`src/design/video_pkg.sv`:
```
package video_pkg;

////////////////////////////////////////
// Widths
////////////////////////////////////////
localparam int COORD_W = 12;    // Raster counters and timing words
localparam int COLOR_W = 8;     // One colour channel
localparam int SYNTH_W = 8;     // Synthesizer multiply and divide values

localparam int DEBOUNCE_CYCLES = 16;    // Switch must hold this long
localparam int DEBOUNCE_W = $clog2(DEBOUNCE_CYCLES + 1);

////////////////////////////////////////
// Video modes
////////////////////////////////////////
typedef enum logic [1:0] {
	HMD = 2'd0,    // 1440x900
	XGA = 2'd1,    // 1024x768
	FHD = 2'd2     // 1920x1080
} mode_t;

// Tables below are indexed by mode, entry 3 repeats HMD

// Horizontal timing
localparam logic [COORD_W-1:0] HPIXELS [4] = '{12'd1440, 12'd1024, 12'd1920, 12'd1440};
localparam logic [COORD_W-1:0] HFPORCH [4] = '{12'd80, 12'd24, 12'd88, 12'd80};
localparam logic [COORD_W-1:0] HSYNCPW [4] = '{12'd152, 12'd136, 12'd44, 12'd152};
localparam logic [COORD_W-1:0] HBPORCH [4] = '{12'd232, 12'd160, 12'd148, 12'd232};

// Vertical timing, in lines
localparam logic [COORD_W-1:0] VLINES  [4] = '{12'd900, 12'd768, 12'd1080, 12'd900};
localparam logic [COORD_W-1:0] VFPORCH [4] = '{12'd1, 12'd3, 12'd4, 12'd1};
localparam logic [COORD_W-1:0] VSYNCPW [4] = '{12'd3, 12'd6, 12'd5, 12'd3};
localparam logic [COORD_W-1:0] VBPORCH [4] = '{12'd28, 12'd29, 12'd36, 12'd28};

localparam logic [3:0] SYNC_POSITIVE = 4'b1111;    // One bit per mode

////////////////////////////////////////
// Pixel clock synthesizer
////////////////////////////////////////
// Stored as value minus one, the way the synthesizer is programmed
localparam logic [SYNTH_W-1:0] SYNTH_M [4] = '{
	8'd180,    // 106.47 MHz
	8'd81,     // 65 MHz
	8'd198,    // 148.5 MHz
	8'd180
};
localparam logic [SYNTH_W-1:0] SYNTH_D [4] = '{
	8'd84,
	8'd62,
	8'd66,
	8'd84
};

////////////////////////////////////////
// Colour bars
////////////////////////////////////////
localparam logic [COLOR_W-1:0] COLOR_FULL = 8'hC0;    // 75 percent level
localparam logic [COLOR_W-1:0] COLOR_NONE = 8'h00;

localparam logic [COORD_W-1:0] BAR_WIDTH [4] = '{
	HPIXELS[0] / 8,
	HPIXELS[1] / 8,
	HPIXELS[2] / 8,
	HPIXELS[3] / 8
};

// Packed as red, green, blue
localparam logic [3*COLOR_W-1:0] BAR_COLORS [8] = '{
	{COLOR_FULL, COLOR_FULL, COLOR_FULL},    // White
	{COLOR_FULL, COLOR_FULL, COLOR_NONE},    // Yellow
	{COLOR_NONE, COLOR_FULL, COLOR_FULL},    // Cyan
	{COLOR_NONE, COLOR_FULL, COLOR_NONE},    // Green
	{COLOR_FULL, COLOR_NONE, COLOR_FULL},    // Magenta
	{COLOR_FULL, COLOR_NONE, COLOR_NONE},    // Red
	{COLOR_NONE, COLOR_NONE, COLOR_FULL},    // Blue
	{COLOR_NONE, COLOR_NONE, COLOR_NONE}     // Black
};

endpackage

```
`src/design/mode_select.sv`:
```
`timescale 1ns/1ps

module mode_select (
	input  logic                          clk50m_bufg,
	input  logic                          reset,
	input  logic [1:0]                    sw,
	output video_pkg::mode_t              mode,
	output logic                          restart,
	output logic [video_pkg::SYNTH_W-1:0] pclk_m,
	output logic [video_pkg::SYNTH_W-1:0] pclk_d
);

logic [1:0] sw_meta;    // First synchronizer stage
logic [1:0] sw_sync;
video_pkg::mode_t sw_mode;
video_pkg::mode_t candidate;    // Value being debounced
logic [video_pkg::DEBOUNCE_W-1:0] stable_cnt;
logic accept;

////////////////////////////////////////
// Synchronizer
////////////////////////////////////////
always_ff @(posedge clk50m_bufg) begin
	if (reset) begin
		sw_meta <= 2'b00;
		sw_sync <= 2'b00;
	end else begin
		sw_meta <= sw;
		sw_sync <= sw_meta;
	end
end

always_comb begin
	if (sw_sync == 2'd3) begin
		sw_mode = video_pkg::HMD;    // Unused code falls back
	end else begin
		sw_mode = video_pkg::mode_t'(sw_sync);
	end
end

////////////////////////////////////////
// Debounce
////////////////////////////////////////
always_ff @(posedge clk50m_bufg) begin
	if (reset) begin
		candidate  <= video_pkg::HMD;
		stable_cnt <= '0;
	end else if (sw_mode != candidate) begin
		candidate  <= sw_mode;    // Start over on any change
		stable_cnt <= 1'b1;
	end else if (stable_cnt != video_pkg::DEBOUNCE_CYCLES) begin
		stable_cnt <= stable_cnt + 1'b1;
	end
end

assign accept = (stable_cnt == video_pkg::DEBOUNCE_CYCLES) &&
		(sw_mode == candidate) && (candidate != mode);

// Mode latch and synthesizer values
always_ff @(posedge clk50m_bufg) begin
	if (reset) begin
		mode    <= video_pkg::HMD;
		restart <= 1'b0;
		pclk_m  <= video_pkg::SYNTH_M[video_pkg::HMD];
		pclk_d  <= video_pkg::SYNTH_D[video_pkg::HMD];
	end else begin
		restart <= accept;    // Single pulse, mode differs next cycle
		if (accept) begin
			mode   <= candidate;
			pclk_m <= video_pkg::SYNTH_M[candidate];
			pclk_d <= video_pkg::SYNTH_D[candidate];
		end
	end
end

endmodule

```
`src/design/raster_counter.sv`:
```
`timescale 1ns/1ps

module raster_counter (
	input  logic                          clk50m_bufg,
	input  logic                          reset,
	input  video_pkg::mode_t              mode,
	input  logic                          restart,
	output logic [video_pkg::COORD_W-1:0] hcount,
	output logic [video_pkg::COORD_W-1:0] vcount,
	output logic                          hsync_raw,
	output logic                          vsync_raw,
	output logic                          active
);

logic [video_pkg::COORD_W-1:0] h_total;     // Clocks per line
logic [video_pkg::COORD_W-1:0] hs_start;
logic [video_pkg::COORD_W-1:0] hs_end;
logic [video_pkg::COORD_W-1:0] v_total;     // Lines per frame
logic [video_pkg::COORD_W-1:0] vs_start;
logic [video_pkg::COORD_W-1:0] vs_end;
logic h_last;
logic v_last;

////////////////////////////////////////
// Mode timing
////////////////////////////////////////
assign hs_start = video_pkg::HPIXELS[mode] + video_pkg::HFPORCH[mode];
assign hs_end   = hs_start + video_pkg::HSYNCPW[mode];
assign h_total  = hs_end + video_pkg::HBPORCH[mode];

assign vs_start = video_pkg::VLINES[mode] + video_pkg::VFPORCH[mode];
assign vs_end   = vs_start + video_pkg::VSYNCPW[mode];
assign v_total  = vs_end + video_pkg::VBPORCH[mode];

// Greater-or-equal also catches a count left over from a longer mode
assign h_last = (hcount >= h_total - 1'b1);
assign v_last = (vcount >= v_total - 1'b1);

////////////////////////////////////////
// Counters
////////////////////////////////////////
always_ff @(posedge clk50m_bufg) begin
	if (reset || restart) begin
		hcount <= '0;
		vcount <= '0;
	end else if (h_last) begin
		hcount <= '0;
		if (v_last) begin
			vcount <= '0;    // End of frame
		end else begin
			vcount <= vcount + 1'b1;
		end
	end else begin
		hcount <= hcount + 1'b1;
	end
end

////////////////////////////////////////
// Window decode
////////////////////////////////////////
// Line layout is active, front porch, sync, back porch
assign active    = (hcount < video_pkg::HPIXELS[mode]) &&
		(vcount < video_pkg::VLINES[mode]);
assign hsync_raw = (hcount >= hs_start) && (hcount < hs_end);
assign vsync_raw = (vcount >= vs_start) && (vcount < vs_end);

endmodule

```
`src/design/sync_gen.sv`:
```
`timescale 1ns/1ps

module sync_gen (
	input  logic             clk50m_bufg,
	input  logic             reset,
	input  video_pkg::mode_t mode,
	input  logic             hsync_raw,
	input  logic             vsync_raw,
	input  logic             active,
	output logic             hsync,
	output logic             vsync,
	output logic             de
);

logic polarity;    // High for positive sync
logic hsync_q;
logic vsync_q;
logic de_q;

assign polarity = video_pkg::SYNC_POSITIVE[mode];

always_ff @(posedge clk50m_bufg) begin
	if (reset) begin
		hsync_q <= ~polarity;    // Inactive level
		vsync_q <= ~polarity;
		de_q    <= 1'b0;
		hsync   <= ~polarity;
		vsync   <= ~polarity;
		de      <= 1'b0;
	end else begin
		hsync_q <= hsync_raw ~^ polarity;    // Invert for negative sync
		vsync_q <= vsync_raw ~^ polarity;
		de_q    <= active;
		hsync   <= hsync_q;
		vsync   <= vsync_q;
		de      <= de_q;
	end
end

endmodule

```
`src/design/color_bar_gen.sv`:
```
`timescale 1ns/1ps

module color_bar_gen (
	input  logic                          clk50m_bufg,
	input  logic                          reset,
	input  video_pkg::mode_t              mode,
	input  logic [video_pkg::COORD_W-1:0] hcount,
	output logic [video_pkg::COLOR_W-1:0] red,
	output logic [video_pkg::COLOR_W-1:0] green,
	output logic [video_pkg::COLOR_W-1:0] blue
);

logic [2:0] bar_next;
logic [2:0] bar_idx;    // Stage one result
logic [video_pkg::COORD_W-1:0] bar_edge;

////////////////////////////////////////
// Stage one, bar index
////////////////////////////////////////
// Count bar edges passed instead of dividing
always_comb begin
	bar_next = '0;
	bar_edge = video_pkg::BAR_WIDTH[mode];
	for (int k = 0; k < 7; k++) begin
		if (hcount >= bar_edge) begin
			bar_next = bar_next + 1'b1;
		end
		bar_edge = bar_edge + video_pkg::BAR_WIDTH[mode];
	end
end

always_ff @(posedge clk50m_bufg) begin
	if (reset) begin
		bar_idx <= '0;
	end else begin
		bar_idx <= bar_next;    // Saturates at 7 in blanking
	end
end

////////////////////////////////////////
// Stage two, colour lookup
////////////////////////////////////////
always_ff @(posedge clk50m_bufg) begin
	if (reset) begin
		red   <= '0;
		green <= '0;
		blue  <= '0;
	end else begin
		{red, green, blue} <= video_pkg::BAR_COLORS[bar_idx];
	end
end

endmodule

```
`src/design/video_timing_top.sv`:
```
`timescale 1ns/1ps

module video_timing_top (
	input  logic                          clk50m_bufg,
	input  logic                          reset,
	input  logic [1:0]                    sw,
	output logic [video_pkg::SYNTH_W-1:0] pclk_m,
	output logic [video_pkg::SYNTH_W-1:0] pclk_d,
	output logic                          hsync,
	output logic                          vsync,
	output logic                          de,
	output logic [video_pkg::COLOR_W-1:0] red,
	output logic [video_pkg::COLOR_W-1:0] green,
	output logic [video_pkg::COLOR_W-1:0] blue
);

video_pkg::mode_t mode;
logic restart;    // First cycle of a new mode
logic [video_pkg::COORD_W-1:0] hcount;
logic hsync_raw;
logic vsync_raw;
logic active;

mode_select mode_select_0 (
	.clk50m_bufg (clk50m_bufg),
	.reset       (reset),
	.sw          (sw),
	.mode        (mode),
	.restart     (restart),
	.pclk_m      (pclk_m),
	.pclk_d      (pclk_d)
);

raster_counter raster_counter_0 (
	.clk50m_bufg (clk50m_bufg),
	.reset       (reset),
	.mode        (mode),
	.restart     (restart),
	.hcount      (hcount),
	.vcount      (),
	.hsync_raw   (hsync_raw),
	.vsync_raw   (vsync_raw),
	.active      (active)
);

// Both branches below add two cycles, so pixel and de stay aligned
sync_gen sync_gen_0 (
	.clk50m_bufg (clk50m_bufg),
	.reset       (reset),
	.mode        (mode),
	.hsync_raw   (hsync_raw),
	.vsync_raw   (vsync_raw),
	.active      (active),
	.hsync       (hsync),
	.vsync       (vsync),
	.de          (de)
);

color_bar_gen color_bar_gen_0 (
	.clk50m_bufg (clk50m_bufg),
	.reset       (reset),
	.mode        (mode),
	.hcount      (hcount),
	.red         (red),
	.green       (green),
	.blue        (blue)
);

endmodule

```
`config.mk`:
```
export PLATFORM = sky130hd
export DESIGN_NAME = video_timing_top
export DESIGN_NICKNAME = d
export VERILOG_FILES = /design/src/design/video_pkg.sv /design/src/design/mode_select.sv /design/src/design/raster_counter.sv /design/src/design/sync_gen.sv /design/src/design/color_bar_gen.sv /design/src/design/video_timing_top.sv
export SDC_FILE = /design/constraint.sdc
export NUM_CORES = 1
export LEC_CHECK = 0
export ABC_AREA = 1
export BUFFER_PORTS_ARGS = -buffer_cell sky130_fd_sc_hd__buf_2
export CORE_AREA = 2 2 90 136
export DETAILED_ROUTE_END_ITERATION = 6
export DIE_AREA = 0 0 92 138
export HOLD_SLACK_MARGIN = 0.15
export PLACE_DENSITY = 0.67
export REMOVE_ABC_BUFFERS = 1
export SETUP_SLACK_MARGIN = 0.05
export SYNTH_ARGS = -nofsm -noshare
export SYNTH_HDL_FRONTEND = slang
export SYNTH_SLANG_ARGS = --single-unit
export TNS_END_PERCENT = 100
```
`constraint.sdc`:
```
create_clock -name clk50m_bufg -period 4.4 [get_ports clk50m_bufg]
set_input_delay 0.22 -clock clk50m_bufg [delete_from_list [all_inputs] [get_ports clk50m_bufg]]
set_output_delay 0.22 -clock clk50m_bufg [all_outputs]
set_load 0.005 [all_outputs]
```
# [Yosys cells after proc, flatten, opt, wreduce, memory -nomap -nowiden]
# Memory sizes are Yosys's and may differ from the RTL's. A register that Yosys moved wholly into a read port is not among the register bits.
# Index checks and enable logic that the tools add are counted.
[word_totals] mem_count=1 rom_bits=192 input_bits=4 word_cells=131 reg_bits=63 output_inout_bits=43
[mem_list] memory="(name not given)" words=8 width=24 read_ports=1 rd_ports_with_merged_regs=1 wr=0 line_no="color_bar_gen.sv:49" rtl="{red, green, blue} <= video_pkg::BAR_COLORS[bar_idx];"
[classes] eq_ne=6 n_reduce_logical=9 n_lt_le_gt_ge=18 mux=50 addsub=23 bitwise=6
[op_table] operator="$mux 12" n=19
[op_table] operator="$bmux 12 s2" n=9
[op_table] operator="$add 12x12->12" n=12
[op_table] operator="$ge 12x12->1" n=11
[op_table] operator="$lt 12x12->1" n=4
[op_table] operator="$bmux 8 s2" n=2
[op_table] operator="$mux 8" n=4
[op_table] operator="$add 12x1->12 const B" n=2
[op_table] operator="$sub 12x1->12 const B" n=2
[op_table] operator="$mux 3" n=6
[op_table] operator="$add 3x1->3 const B" n=5
[op_table] operator="$mux 1" n=8
[op_table] operator="$ge 3x3->1 const B" n=2
[op_table] operator="$not 2->3" n=2
[op_table] operator="$add 5x1->5 const B" n=1
[op_table] operator="$eq 5x5->1 const B" n=1
[op_table] operator="$logic_and 1x1->1" n=5
[op_table] operator="$ne 5x5->1 const B" n=1
[op_table] operator="$ne 2x2->1" n=2
[op_table] operator="$not 3->4" n=1
[op_table] operator="$reduce_or 2->1" n=2
[op_table] operator="$lt 2x3->1 const B" n=1
[op_table] operator="$add 1x1->2 const B" n=1
[op_table] operator="$bmux 1 s2" n=1
[op_table] operator="7 further kinds" n=8

# [Depth between registers and ports, before layout]
# Gate-level depths: netlist of run 1.
[logic_depth] ltp_word=18 depth_mapped=31 ltp_nobuf=31

# [By module]
# From an unflattened synthesis of run 1, not the netlist that was laid out.
[hier_totals] hier_cells=836 area_unflattened_um2=5631.7
[modules_own_cells] module="raster_counter" seq_area_each_um2=480.5 area_each_um2=2537.4 cells_each=382 instances=1
[modules_own_cells] module="color_bar_gen" seq_area_each_um2=120.1 area_each_um2=1916.8 cells_each=304 instances=1
[modules_own_cells] module="mode_select" seq_area_each_um2=400.4 area_each_um2=1012.2 cells_each=132 instances=1
[modules_own_cells] module="sync_gen" seq_area_each_um2=120.1 area_each_um2=165.2 cells_each=18 instances=1

# [Least setup slack after synthesis of run 1]
# No wires, ideal clock.
[synth_timing] kind="register to register" start="register mode_select_0.mode[0]" end="register color_bar_gen_0.bar_idx[1]" path_stages_with_launch=30 t_required_ns=4.291 path_buffers=0 slack_ns=-0.208 period_less_slack_ns=4.608 arrival_time_ns=4.499 setup_ns=0.109 cell_sequence="dfxtp_1 -> inv_1 -> ha_1 -> ha_1 -> nand3_1 -> nand3_1 -> nand2_1 -> a21oi_1 -> o21a_1 -> nor2_1 -> nor2_1 -> inv_1 -> ha_1 -> inv_1 -> nand3_2 -> nand2_4 -> inv_1 -> ha_1 -> nand2_1 -> nand2_1 -> ha_1 -> or2_2 -> and2_1 -> ha_1 -> nand2_1 -> nand2_1 -> ha_1 -> o21a_1 -> nand2_1 -> inv_1"
[synth_via] elab_chain_cells=18 elab_cells_between_ends=30 cone_classes="add/sub (12); order compare (7); mux (10); bitwise (1)"
[synth_rtl] item="start, declared" line_no="mode_select.sv:7" rtl="output video_pkg::mode_t mode,"
[synth_rtl] item="start signal, assigned" line_no="mode_select.sv:62" rtl="mode <= video_pkg::HMD;"
[synth_rtl] item="start signal, assigned" line_no="mode_select.sv:69" rtl="mode <= candidate;"
[synth_rtl] item="$not 2->3 (implied by the code) *" line_no="color_bar_gen.sv:23, color_bar_gen.sv:28"
[synth_rtl] item="$bmux 12 s2 *" line_no="color_bar_gen.sv:23, color_bar_gen.sv:28"
[synth_rtl] item="$mux 12 (implied by the code) * (2 in series)" line_no="color_bar_gen.sv:23, color_bar_gen.sv:28"
[synth_rtl] item="parallel branches: the longest is 13 deep, another holds $add 12x12->12"
[synth_rtl] item="$mux 3 *" line_no="color_bar_gen.sv:25" rtl="if (hcount >= bar_edge) begin"
[synth_rtl] item="end signal, assigned" line_no="color_bar_gen.sv:36" rtl="bar_idx <= bar_next;"
[synth_rtl] item="end, declared" line_no="color_bar_gen.sv:14" rtl="logic [2:0] bar_idx;"
# Every way passes the cells marked *. The select of a mux whose other input is x is not followed.
# A chain may end at the register's enable or synchronous reset.

# [Final worst setup path of run 1]
# Same ends and word-level chain as after synthesis.

==> reports/summary.txt, run 1 <==
Critical path required time -> 4.61 ns
Final hold violation count -> 0
Syn_area_per_cell -> 7.09 sq um
Synth Flop Type -> dfxtp_1
Critical path's most frequent cell -> ha_4
Total net switching power -> 244 uW
Initial Utilization -> 43.6%
Slew Limit Fails -> 0
Worst Hold Launch -> reset
#FFs+latches synth -> 56
Sink Count -> 56
Number of synthesized flops with an enable pin -> 0
Clk pin slew, worst setup/hold paths -> 0.08 ns
Num CTS Buffers -> 5
Final #Nets -> 877
First-pass GRT wire length -> 20.1 mm
Fraction of registers with async set/reset -> 0%
# port buffers -> 25
R2R depth -> 29
CORE AREA -> 11,600 sq um
Share of cells above drive strength 1 -> 14.7%
Post-Route Utilization -> 49.6%
Die Wd -> 92 microns
CP endpoint kind -> flip-flop
Power Dens Cells -> 172 nW/um^2
Worst IR Drop VDD -> 162 uV
Routed WL -> 11.8 mm
Fill cells -> 1,190
Netlist cell types -> 41
Count leader, synth -> nand2_1
Worst R2R End -> color_bar_gen_0.bar_idx[1]
Seq pwr share -> 52.5%
Int Power -> 750 uW
Hold EP -> color_bar_gen_0.red[6]
Endpoints failing setup -> 0
Worst Tran Pin Value -> 0.662 ns
Crit-path leading delay family -> adder cells
Remaining global-route overflow -> 0
Final Worst Setup Slack -> 0.206 ns
CP Data Arrival Time -> 4.41 ns
Crit path largest cell delay -> 0.34 ns
Chip height -> 138 microns
GPL Wtd Cong -> 0.924
Clk network pwr share -> 42.3%
Finished Layout Cells -> 926
Synth Instances -> 716
Area delta synth->final -> 13.8%
CTS tree -> done
Pre-antenna DRT Iters -> 4
First DRT Iteration DRCs -> 194
Placed cell count -> 914
RR Startpoint -> mode_select_0.mode[0]
Hold/Removal Path Class -> in2reg
Post-Syn Area -> 5080 sq um
Clock Tree Root -> clkbuf_16
Io pins -> 47
DP Area -> 5480 sq um
Maximum clock rate -> 238 MHz
Core Rows -> 49
Post-synth top cells -> nand2_1, ha_1, inv_1, nor2_1, dfxtp_1
Number of diodes -> 0
Crit path max fanout -> 4
Setup crit start kind -> flip-flop
Buf/Inv on CP -> 5
Final instance area -> 5780 sq um
Synth top area share -> 24.9%
Largest net degree at the start of global routing -> 23
Synth area leader -> ha_1
H-tree depth -> 2
Final HPWL DP -> 9.35 mm
Top cells by area, synth -> ha_1, dfxtp_1, nand2_1
Ys Warns -> 0
Worst-Skew Late Latency -> 0.30 ns
CP max stage cell -> dfxtp_2
Leakage -> 0.00296 uW
Headroom to the max-slew limit -> 55.5%
Residual DRC -> 0
Vias per inst -> 4.94
Flop2flop setup slack -> 0.21 ns
Seq/Total Area, Yosys -> 22.1%
Maxcap violations -> 0
Final worst-path cycle share -> 95.3%
Critical path class -> reg2reg
Antenna Nets Post-Route -> 0
CTS Buffer Depth -> 2
Pre-CTS setup slack -> -0.141 ns
Layout Skew -> 0.00630 ns
Fin crit period -> 4.19 ns
WL/cell -> 12.7 microns
Total track usage -> 19.2%
Initial antenna violation count -> 0
Status -> finished, final reports clean
Hold Path Depth -> 2
Vias -> 4,573
Logic gate share of total power -> 5.2%
Die area -> 12,700 sq um
Vias in the first global route -> 4,477
Switching part of the total -> 24.5%
-- final cells by class --
| class | count | area, sq um | share of cell area, % |
|---|---|---|---|
| multi-input cells | 549 | 3530 | 61.1 |
| clock inverters | 3 | 25.0 | 0.433 |
| well taps | 153 | 191 | 3.31 |
| flip-flops and latches | 56 | 1120 | 19.4 |
| inverters | 96 | 360 | 6.23 |
| clock buffers | 5 | 125 | 2.16 |
| repair buffers | 64 | 427 | 7.38 |
-- power by group through the flow --
stage	clock network [uW]	registers (uW)	logic (uW)
floorplan	0	533	32.5
detailed placement	0	534	50.7
global placement	0	533	50.0
global route	453	523	60.6
finish	420	521	51.8
CTS	439	522	52.2
-- through the flow --
stage                     total power (uW)  hold WS [ns]  TNS [ns]
after CTS                             1010         0.310         0
after detailed placement               584         0.371    -0.186
after floorplan                        565         0.287    -0.320
final                                  993         0.299         0
after global placement                 583         0.372   -0.0780
after global routing                  1040         0.352  -0.00281
-- worst reg2reg max path, delay by kind of cell, from the launching register on --
family	cells	cell delay [ns]
DFF	1	0.34
AOI/OAI and AO/OA	3	0.41
adders and majority gates	7	1.79
and+or+nand+nor	14	1.24
buffers and inverters	5	0.31
-- repair_timing --
action                                 4_1_cts  5_1_grt
buffers inserted                             0        2
resized for setup                           10       12
hold buffers                                 2        0
setup endpoints to repair                    2        2
endpoints found under the hold margin        2        0
pin swaps                                    2       17
-- placed cells by master, fill, tap and decap left out, drive strengths merged --
cell	Yosys	final
nand2b	1	1
nor2	82	82
and3	1	1
conb	2	25
nand3b	3	3
o21bai	2	2
and2	1	1
a211o	1	1
o21a	7	7
nor4	5	5
nand3	39	39
nor3b	2	2
xnor2	2	2
xor2	11	11
a21oi	47	47
o31ai	1	1
a211oi	3	3
ha	101	101
a21boi	2	2
or2	3	3
clkbuf	2	5
nand4	10	10
o2111ai	2	2
dfxtp	56	56
buf	36	62
a31oi	4	4
inv	96	98
dlygate4sd3	0	2
a21o	2	2
o211ai	2	2
nand2	151	151
nor3	17	17
clkinvlp	0	1
o21ai	22	22
-- cell families after synthesis --
group,share of synthesized area [%]
simple gates,27.7
compound gates,10.6
xor+xnor,2.24
fa+ha+maj,24.9
other cells,0.148
buf+inv,12.4
flops,22.1
-- state kept, by name, summed over array words and instances, names as in the netlist --
| signal | cells |
|---|---|
| sync_gen_0.vsync | 1 |
| mode_select_0.candidate | 2 |
| raster_counter_0.vcount | 12 |
| color_bar_gen_0.red | 1 |
| color_bar_gen_0.green | 1 |
| sync_gen_0.de_q | 1 |
| mode_select_0.pclk_m | 3 |
| color_bar_gen_0.blue | 1 |
| color_bar_gen_0.bar_idx | 3 |
| mode_select_0.stable_cnt | 5 |
| mode_select_0.sw_meta | 2 |
| mode_select_0.sw_sync | 2 |
| sync_gen_0.de | 1 |
| sync_gen_0.hsync | 1 |
| mode_select_0.mode | 2 |
| mode_select_0.pclk_d | 3 |
| sync_gen_0.hsync_q | 1 |
| sync_gen_0.vsync_q | 1 |
| raster_counter_0.hcount | 12 |
| mode_select_0.restart | 1 |
-- worst max-delay path by stage --
stage,start,end,depth (start not counted)
floorplan,mode_select_0.mode[0],color_bar_gen_0.bar_idx[1],29
global placement,mode_select_0.mode[0],color_bar_gen_0.bar_idx[1],29
detailed placement,mode_select_0.mode[0],color_bar_gen_0.bar_idx[1],29
CTS,mode_select_0.mode[0],color_bar_gen_0.bar_idx[1],29
global route,mode_select_0.mode[0],color_bar_gen_0.bar_idx[2],31
finish,mode_select_0.mode[0],color_bar_gen_0.bar_idx[1],29
-- routing by layer --
metal	share of wire (%)	GRT usage (%)	vias to the layer above
met3	2.3	2.02	19
li1	-	-	2406
met1	40	20.3	2077
met5	0	0	-
met4	3.3	7.23	0
met2	55	38.0	71
No activity file was read; power rests on OpenSTA's default activity.
==> inputs of run 2 (changes only) <==
--- a/config.mk
+++ b/config.mk
@@ -7,11 +7,12 @@
 export LEC_CHECK = 0
 export ABC_AREA = 1
 export BUFFER_PORTS_ARGS = -buffer_cell sky130_fd_sc_hd__buf_2
-export CORE_AREA = 2 2 90 136
+export CAP_MARGIN = 20
+export CORE_AREA = 2 2 110 112
 export DETAILED_ROUTE_END_ITERATION = 6
-export DIE_AREA = 0 0 92 138
+export DIE_AREA = 0 0 112 114
 export HOLD_SLACK_MARGIN = 0.15
-export PLACE_DENSITY = 0.67
+export PLACE_DENSITY = 0.66
 export REMOVE_ABC_BUFFERS = 1
 export SETUP_SLACK_MARGIN = 0.05
 export SYNTH_ARGS = -nofsm -noshare
==> run 2 against run 1 <==
  * Wire length increased by 2.8%
  * Non-clock buffer count decreased by 2
  * Sequential power barely moved
  * Global-route usage about the same
  * Cell count decreased by 0.86%
  * Largest cell class unchanged
==> reports/summary.txt, run 2 (same netlist as run 1, synthesis figures left out) <==
Status -> finished, final reports clean
Area delta synth->final -> 14.6%
Critical path required time -> 4.61 ns
Post-Route Utilization -> 49.7%
Antenna Nets Post-Route -> 0
Maximum clock rate -> 238 MHz
# port buffers -> 25
Critical path's most frequent cell -> ha_4
Met1 usage -> 25.4%
Vias -> 4,654
Total power -> 994 uW
Num CTS Buffers -> 5
Worst IR Drop VDD -> 141 uV
CP max stage cell -> dfxtp_2
Routed WL -> 12.1 mm
H-tree depth -> 2
CP endpoint kind -> flip-flop
Final #Nets -> 875
Crit path largest cell delay -> 0.35 ns
Final worst-path cycle share -> 95.7%
Residual DRC -> 0
Chip height -> 114 microns
Fin crit period -> 4.21 ns
Most frequent cells in the layout -> nand2_1, ha_1, inv_1
Critical path class -> reg2reg
Io pins -> 47
Die Wd -> 112 microns
WL/cell -> 13.2 microns
GRT met2 Usage -> 33.4%
Most Used Layer, Global Route -> met2
CTS tree -> done
Leakage -> 0.00298 uW
Final hold slack -> 0.294 ns
RSZ-0062 raised after global routing -> false
Endpoints failing setup -> 0
Initial antenna violation count -> 0
Clk pin slew, worst setup/hold paths -> 0.08 ns
Setup crit start kind -> flip-flop
DP Area -> 5430 sq um
Headroom to the max-slew limit -> 54.4%
First-pass GRT wire length -> 20.4 mm
Maxcap violations -> 0
Remaining global-route overflow -> 0
Slew Limit Fails -> 0
Worst-Skew Late Latency -> 0.30 ns
Hold/Removal Path Class -> in2reg
Vias per inst -> 5.07
Core Rows -> 40
GPL Wtd Cong -> 0.973
Sink Count -> 56
CTS Buffer Depth -> 2
Most common cell after layout, fill and taps aside -> nand2_1
Worst Tran Pin Value -> 0.679 ns
Die area -> 12,800 sq um
Number of diodes -> 0
Share of cells above drive strength 1 -> 16.1%
RR Startpoint -> mode_select_0.mode[0]
Initial Utilization -> 43.4%
Worst Hold Launch -> reset
Largest net degree at the start of global routing -> 23
Crit path max fanout -> 3
First DRT Iteration DRCs -> 333
Biggest regs -> raster_counter_0.hcount x12, raster_counter_0.vcount x12, mode_select_0.stable_cnt x5
Critical Path Start -> mode_select_0.mode[0]
Final HPWL DP -> 9.39 mm
Final hold violation count -> 0
Layout Skew -> 0.00859 ns
CP Data Arrival Time -> 4.42 ns
Power Dens Cells -> 171 nW/um^2
Vias in the first global route -> 4,426
Pre-antenna DRT Iters -> 4
Final instance area -> 5820 sq um
CORE AREA -> 11,700 sq um
Setup TNS Final -> 0 ns
Clock Tree Root -> clkbuf_16
Total track usage -> 19.2%
Met3 usage -> 2.18%
run 2: routing by layer:
layer | vias to the layer above | wire length (microns)
li1 | 2395 | -
met1 | 2149 | 5750
met2 | 93 | 5790
met3 | 17 | 443
met4 | 0 | 159
met5 | - | 0
run 2: timing repair:
| item | CTS | global route |
|---|---|---|
| hold buffers | 2 | 0 |
| setup endpoints to repair | 2 | 2 |
| gates resized for setup | 12 | 23 |
| endpoints found under the hold margin | 2 | 0 |
| setup buffers | 5 | 1 |
| pin swaps | 7 | 20 |
run 2: layout make-up:
type,instances,area [sq um]
multi-input cells,549,3590
repair buffers,62,415
flip-flops and latches,56,1120
inverters,96,360
well taps,147,184
clock inverters,3,25.0
clock buffers,5,125
fillers,1181,5890
run 2: through the flow:
stage / cells / setup WS (ns)
final: 918 / 0.190
after global routing: 918 / 0.0464
after CTS: 917 / 0.0654
after detailed placement: 902 / -0.196
after global placement: 902 / -0.0490
after floorplan: 701 / -0.208
run 2: final timing paths:
check	endpoint	slack, ns	depth (start not counted)
worst max register to register	color_bar_gen_0.bar_idx[1]	0.19	32
worst min register to register	color_bar_gen_0.red[6]	0.38	1
worst max-delay path	color_bar_gen_0.bar_idx[1]	0.19	32
worst min-delay path	color_bar_gen_0.red[6]	0.29	2
run 2: where the power goes:
group / internal, uW / total (uW) / switching (uW)
Combinational: 19.0 / 53.7 / 34.7
Clock: 216 / 419 / 203
Sequential: 515 / 522 / 6.19
run 2: critical path: cells and delay by family, from the launching register on:
kind,cells,cell delay [ns]
buf+inv,10,0.87
flops,1,0.35
simple gates,13,0.97
fa+ha+maj,6,1.51
compound gates,3,0.41
==> inputs of run 3 (changes only) <==
--- a/config.mk
+++ b/config.mk
@@ -8,11 +8,13 @@
 export ABC_AREA = 1
 export BUFFER_PORTS_ARGS = -buffer_cell sky130_fd_sc_hd__buf_2
 export CAP_MARGIN = 20
-export CORE_AREA = 2 2 110 112
+export CELL_PAD_IN_SITES_DETAIL_PLACEMENT = 1
+export CELL_PAD_IN_SITES_GLOBAL_PLACEMENT = 1
+export CORE_AREA = 2 2 116 118
 export DETAILED_ROUTE_END_ITERATION = 6
-export DIE_AREA = 0 0 112 114
+export DIE_AREA = 0 0 118 120
 export HOLD_SLACK_MARGIN = 0.15
-export PLACE_DENSITY = 0.66
+export PLACE_DENSITY = 0.79
 export REMOVE_ABC_BUFFERS = 1
 export SETUP_SLACK_MARGIN = 0.05
 export SYNTH_ARGS = -nofsm -noshare
==> constraint.sdc (replaced) <==
create_clock -name clk50m_bufg -period 3.4 [get_ports clk50m_bufg]
set_input_delay 0.17 -clock clk50m_bufg [delete_from_list [all_inputs] [get_ports clk50m_bufg]]
set_output_delay 0.17 -clock clk50m_bufg [all_outputs]
set_load 0.005 [all_outputs]
==> run 3 against run 2 <==
  * The flow now finishes with violations (setup timing)
  * Design area is 9.5% higher
  * Utilization is 0.62 points lower
  * First-iteration DRC count is 29% lower
  * Worst hold slack worse by 0.053 ns
  * Via count is 11% higher
  * Total power is 33% higher
  * Critical path type unchanged
  * Critical endpoint unchanged
  * Largest power group unchanged
  * Highest routed layer unchanged
==> reports/summary.txt, run 3 (same netlist as run 1, synthesis figures left out) <==
Status -> complete, but fails checks
Failing checks -> setup timing
Number of diodes -> 0
Final worst-path cycle share -> 121%
Residual DRC -> 0
Vias in the first global route -> 5,559
Die Wd -> 118 microns
Initial Utilization -> 39.1%
Leakage -> 0.00327 uW
Total track usage -> 23.4%
Flop2flop setup slack -> -0.71 ns
Layout Skew -> 0.0111 ns
Num CTS Buffers -> 5
Maxcap violations -> 0
Biggest regs -> raster_counter_0.hcount x12, raster_counter_0.vcount x12, mode_select_0.stable_cnt x5
CORE AREA -> 13,000 sq um
Area delta synth->final -> 25.4%
Total power -> 1320 uW
Share of cells above drive strength 1 -> 22.9%
Headroom to the max-slew limit -> 55.6%
Largest net degree at the start of global routing -> 23
Critical path class -> reg2reg
Crit path max fanout -> 4
Initial antenna violation count -> 0
CP endpoint kind -> flip-flop
Maximum clock rate -> 243 MHz
Crit path largest cell delay -> 0.35 ns
Chip height -> 120 microns
Core Rows -> 42
Final HPWL DP -> 12.6 mm
Final #Nets -> 932
# port buffers -> 25
H-tree depth -> 2
Io pins -> 47
Vias per inst -> 5.15
CP max stage cell -> dfxtp_2
Critical path's most frequent cell -> ha_4
Final Worst Setup Slack -> -0.707 ns
CTS tree -> done
Sink Count -> 56
Hold/Removal Path Class -> in2reg
Pre-antenna DRT Iters -> 6
GPL Wtd Cong -> 0.906
Worst IR Drop VDD -> 175 uV
First DRT Iteration DRCs -> 237
Clk pin slew, worst setup/hold paths -> 0.07 ns
Vias -> 5,166
Setup crit start kind -> flip-flop
WL/cell -> 16.5 microns
Most common cell after layout, fill and taps aside -> nand2_1
Remaining global-route overflow -> 0
Die area -> 14,200 sq um
Final instance area -> 6370 sq um
Routed WL -> 16.6 mm
Antenna Nets Post-Route -> 0
CP Data Arrival Time -> 4.31 ns
Worst-Skew Late Latency -> 0.31 ns
Slew Limit Fails -> 0
Post-Route Utilization -> 49.1%
RSZ-0062 raised after global routing -> true
Fin crit period -> 4.11 ns
DP Area -> 5850 sq um
Final hold violation count -> 0
Power Dens Cells -> 208 nW/um^2
Critical path required time -> 3.61 ns
Worst Tran Pin Value -> 0.660 ns
First-pass GRT wire length -> 26.7 mm
Most frequent cells in the layout -> nand2_1, ha_1, buf_4
Clock Tree Root -> clkbuf_16
Final hold slack -> 0.241 ns
CTS Buffer Depth -> 2
Endpoints failing setup -> 3
-- run 3: path summary, 6_finish.rpt --
path                              startpoint                          to  cells after the start
setup / recovery       mode_select_0.mode[0]  color_bar_gen_0.bar_idx[1]                     29
hold / removal                         reset      color_bar_gen_0.red[6]                      2
setup reg to reg       mode_select_0.mode[0]  color_bar_gen_0.bar_idx[1]                     29
hold reg to reg   color_bar_gen_0.bar_idx[0]     color_bar_gen_0.blue[7]                      1
-- run 3: area by class of cell --
class                   instances  area [sq um]
clock buffers                   5           125
flip-flops and latches         56          1120
well taps                     176           220
repair buffers                119           847
inverters                      96           363
clock inverters                 3          27.5
multi-input cells             549          3660
fillers                      1668          6610
-- run 3: stage by stage --
stage,std cells,setup TNS [ns],worst slack (ns)
floorplan,701,-2.32,-1.21
global placement,983,-2.10,-1.06
detailed placement,983,-2.80,-1.35
CTS,999,-1.41,-0.725
global route,1004,-2.14,-0.891
finish,1004,-1.57,-0.707
-- run 3: metal layers --
layer / routed length, microns / track usage, % / share of wire, % / up-vias
li1: - / - / - / 2508
met1: 6840 / 26.4 / 41 / 2500
met2: 8680 / 44.2 / 52 / 113
met3: 526 / 3.14 / 3.2 / 45
met4: 522 / 9.26 / 3.2 / 0
met5: 0 / 0 / 0 / -
-- run 3: repair_timing --
item	4_1_cts	5_1_grt
setup endpoints to repair	3	3
gates cloned	0	0
buffers inserted	6	5
hold buffers	2	0
endpoints found under the hold margin	2	0
gates resized for setup	39	15
pin swaps	26	21
-- run 3: worst max-delay path, delay by kind of cell (launching register included) --
family,cells,cell delay (ns)
AOI/OAI and AO/OA,3,0.43
adders and majority gates,7,1.74
buffers and inverters,5,0.32
DFF,1,0.35
and+or+nand+nor,14,1.19
-- run 3: power breakdown --
part           total [uW]  internal, uW  switching (uW)
clock                 566           281             285
combinational        82.5          30.4            52.0
sequential            675           667            7.71
total                1320           979             345
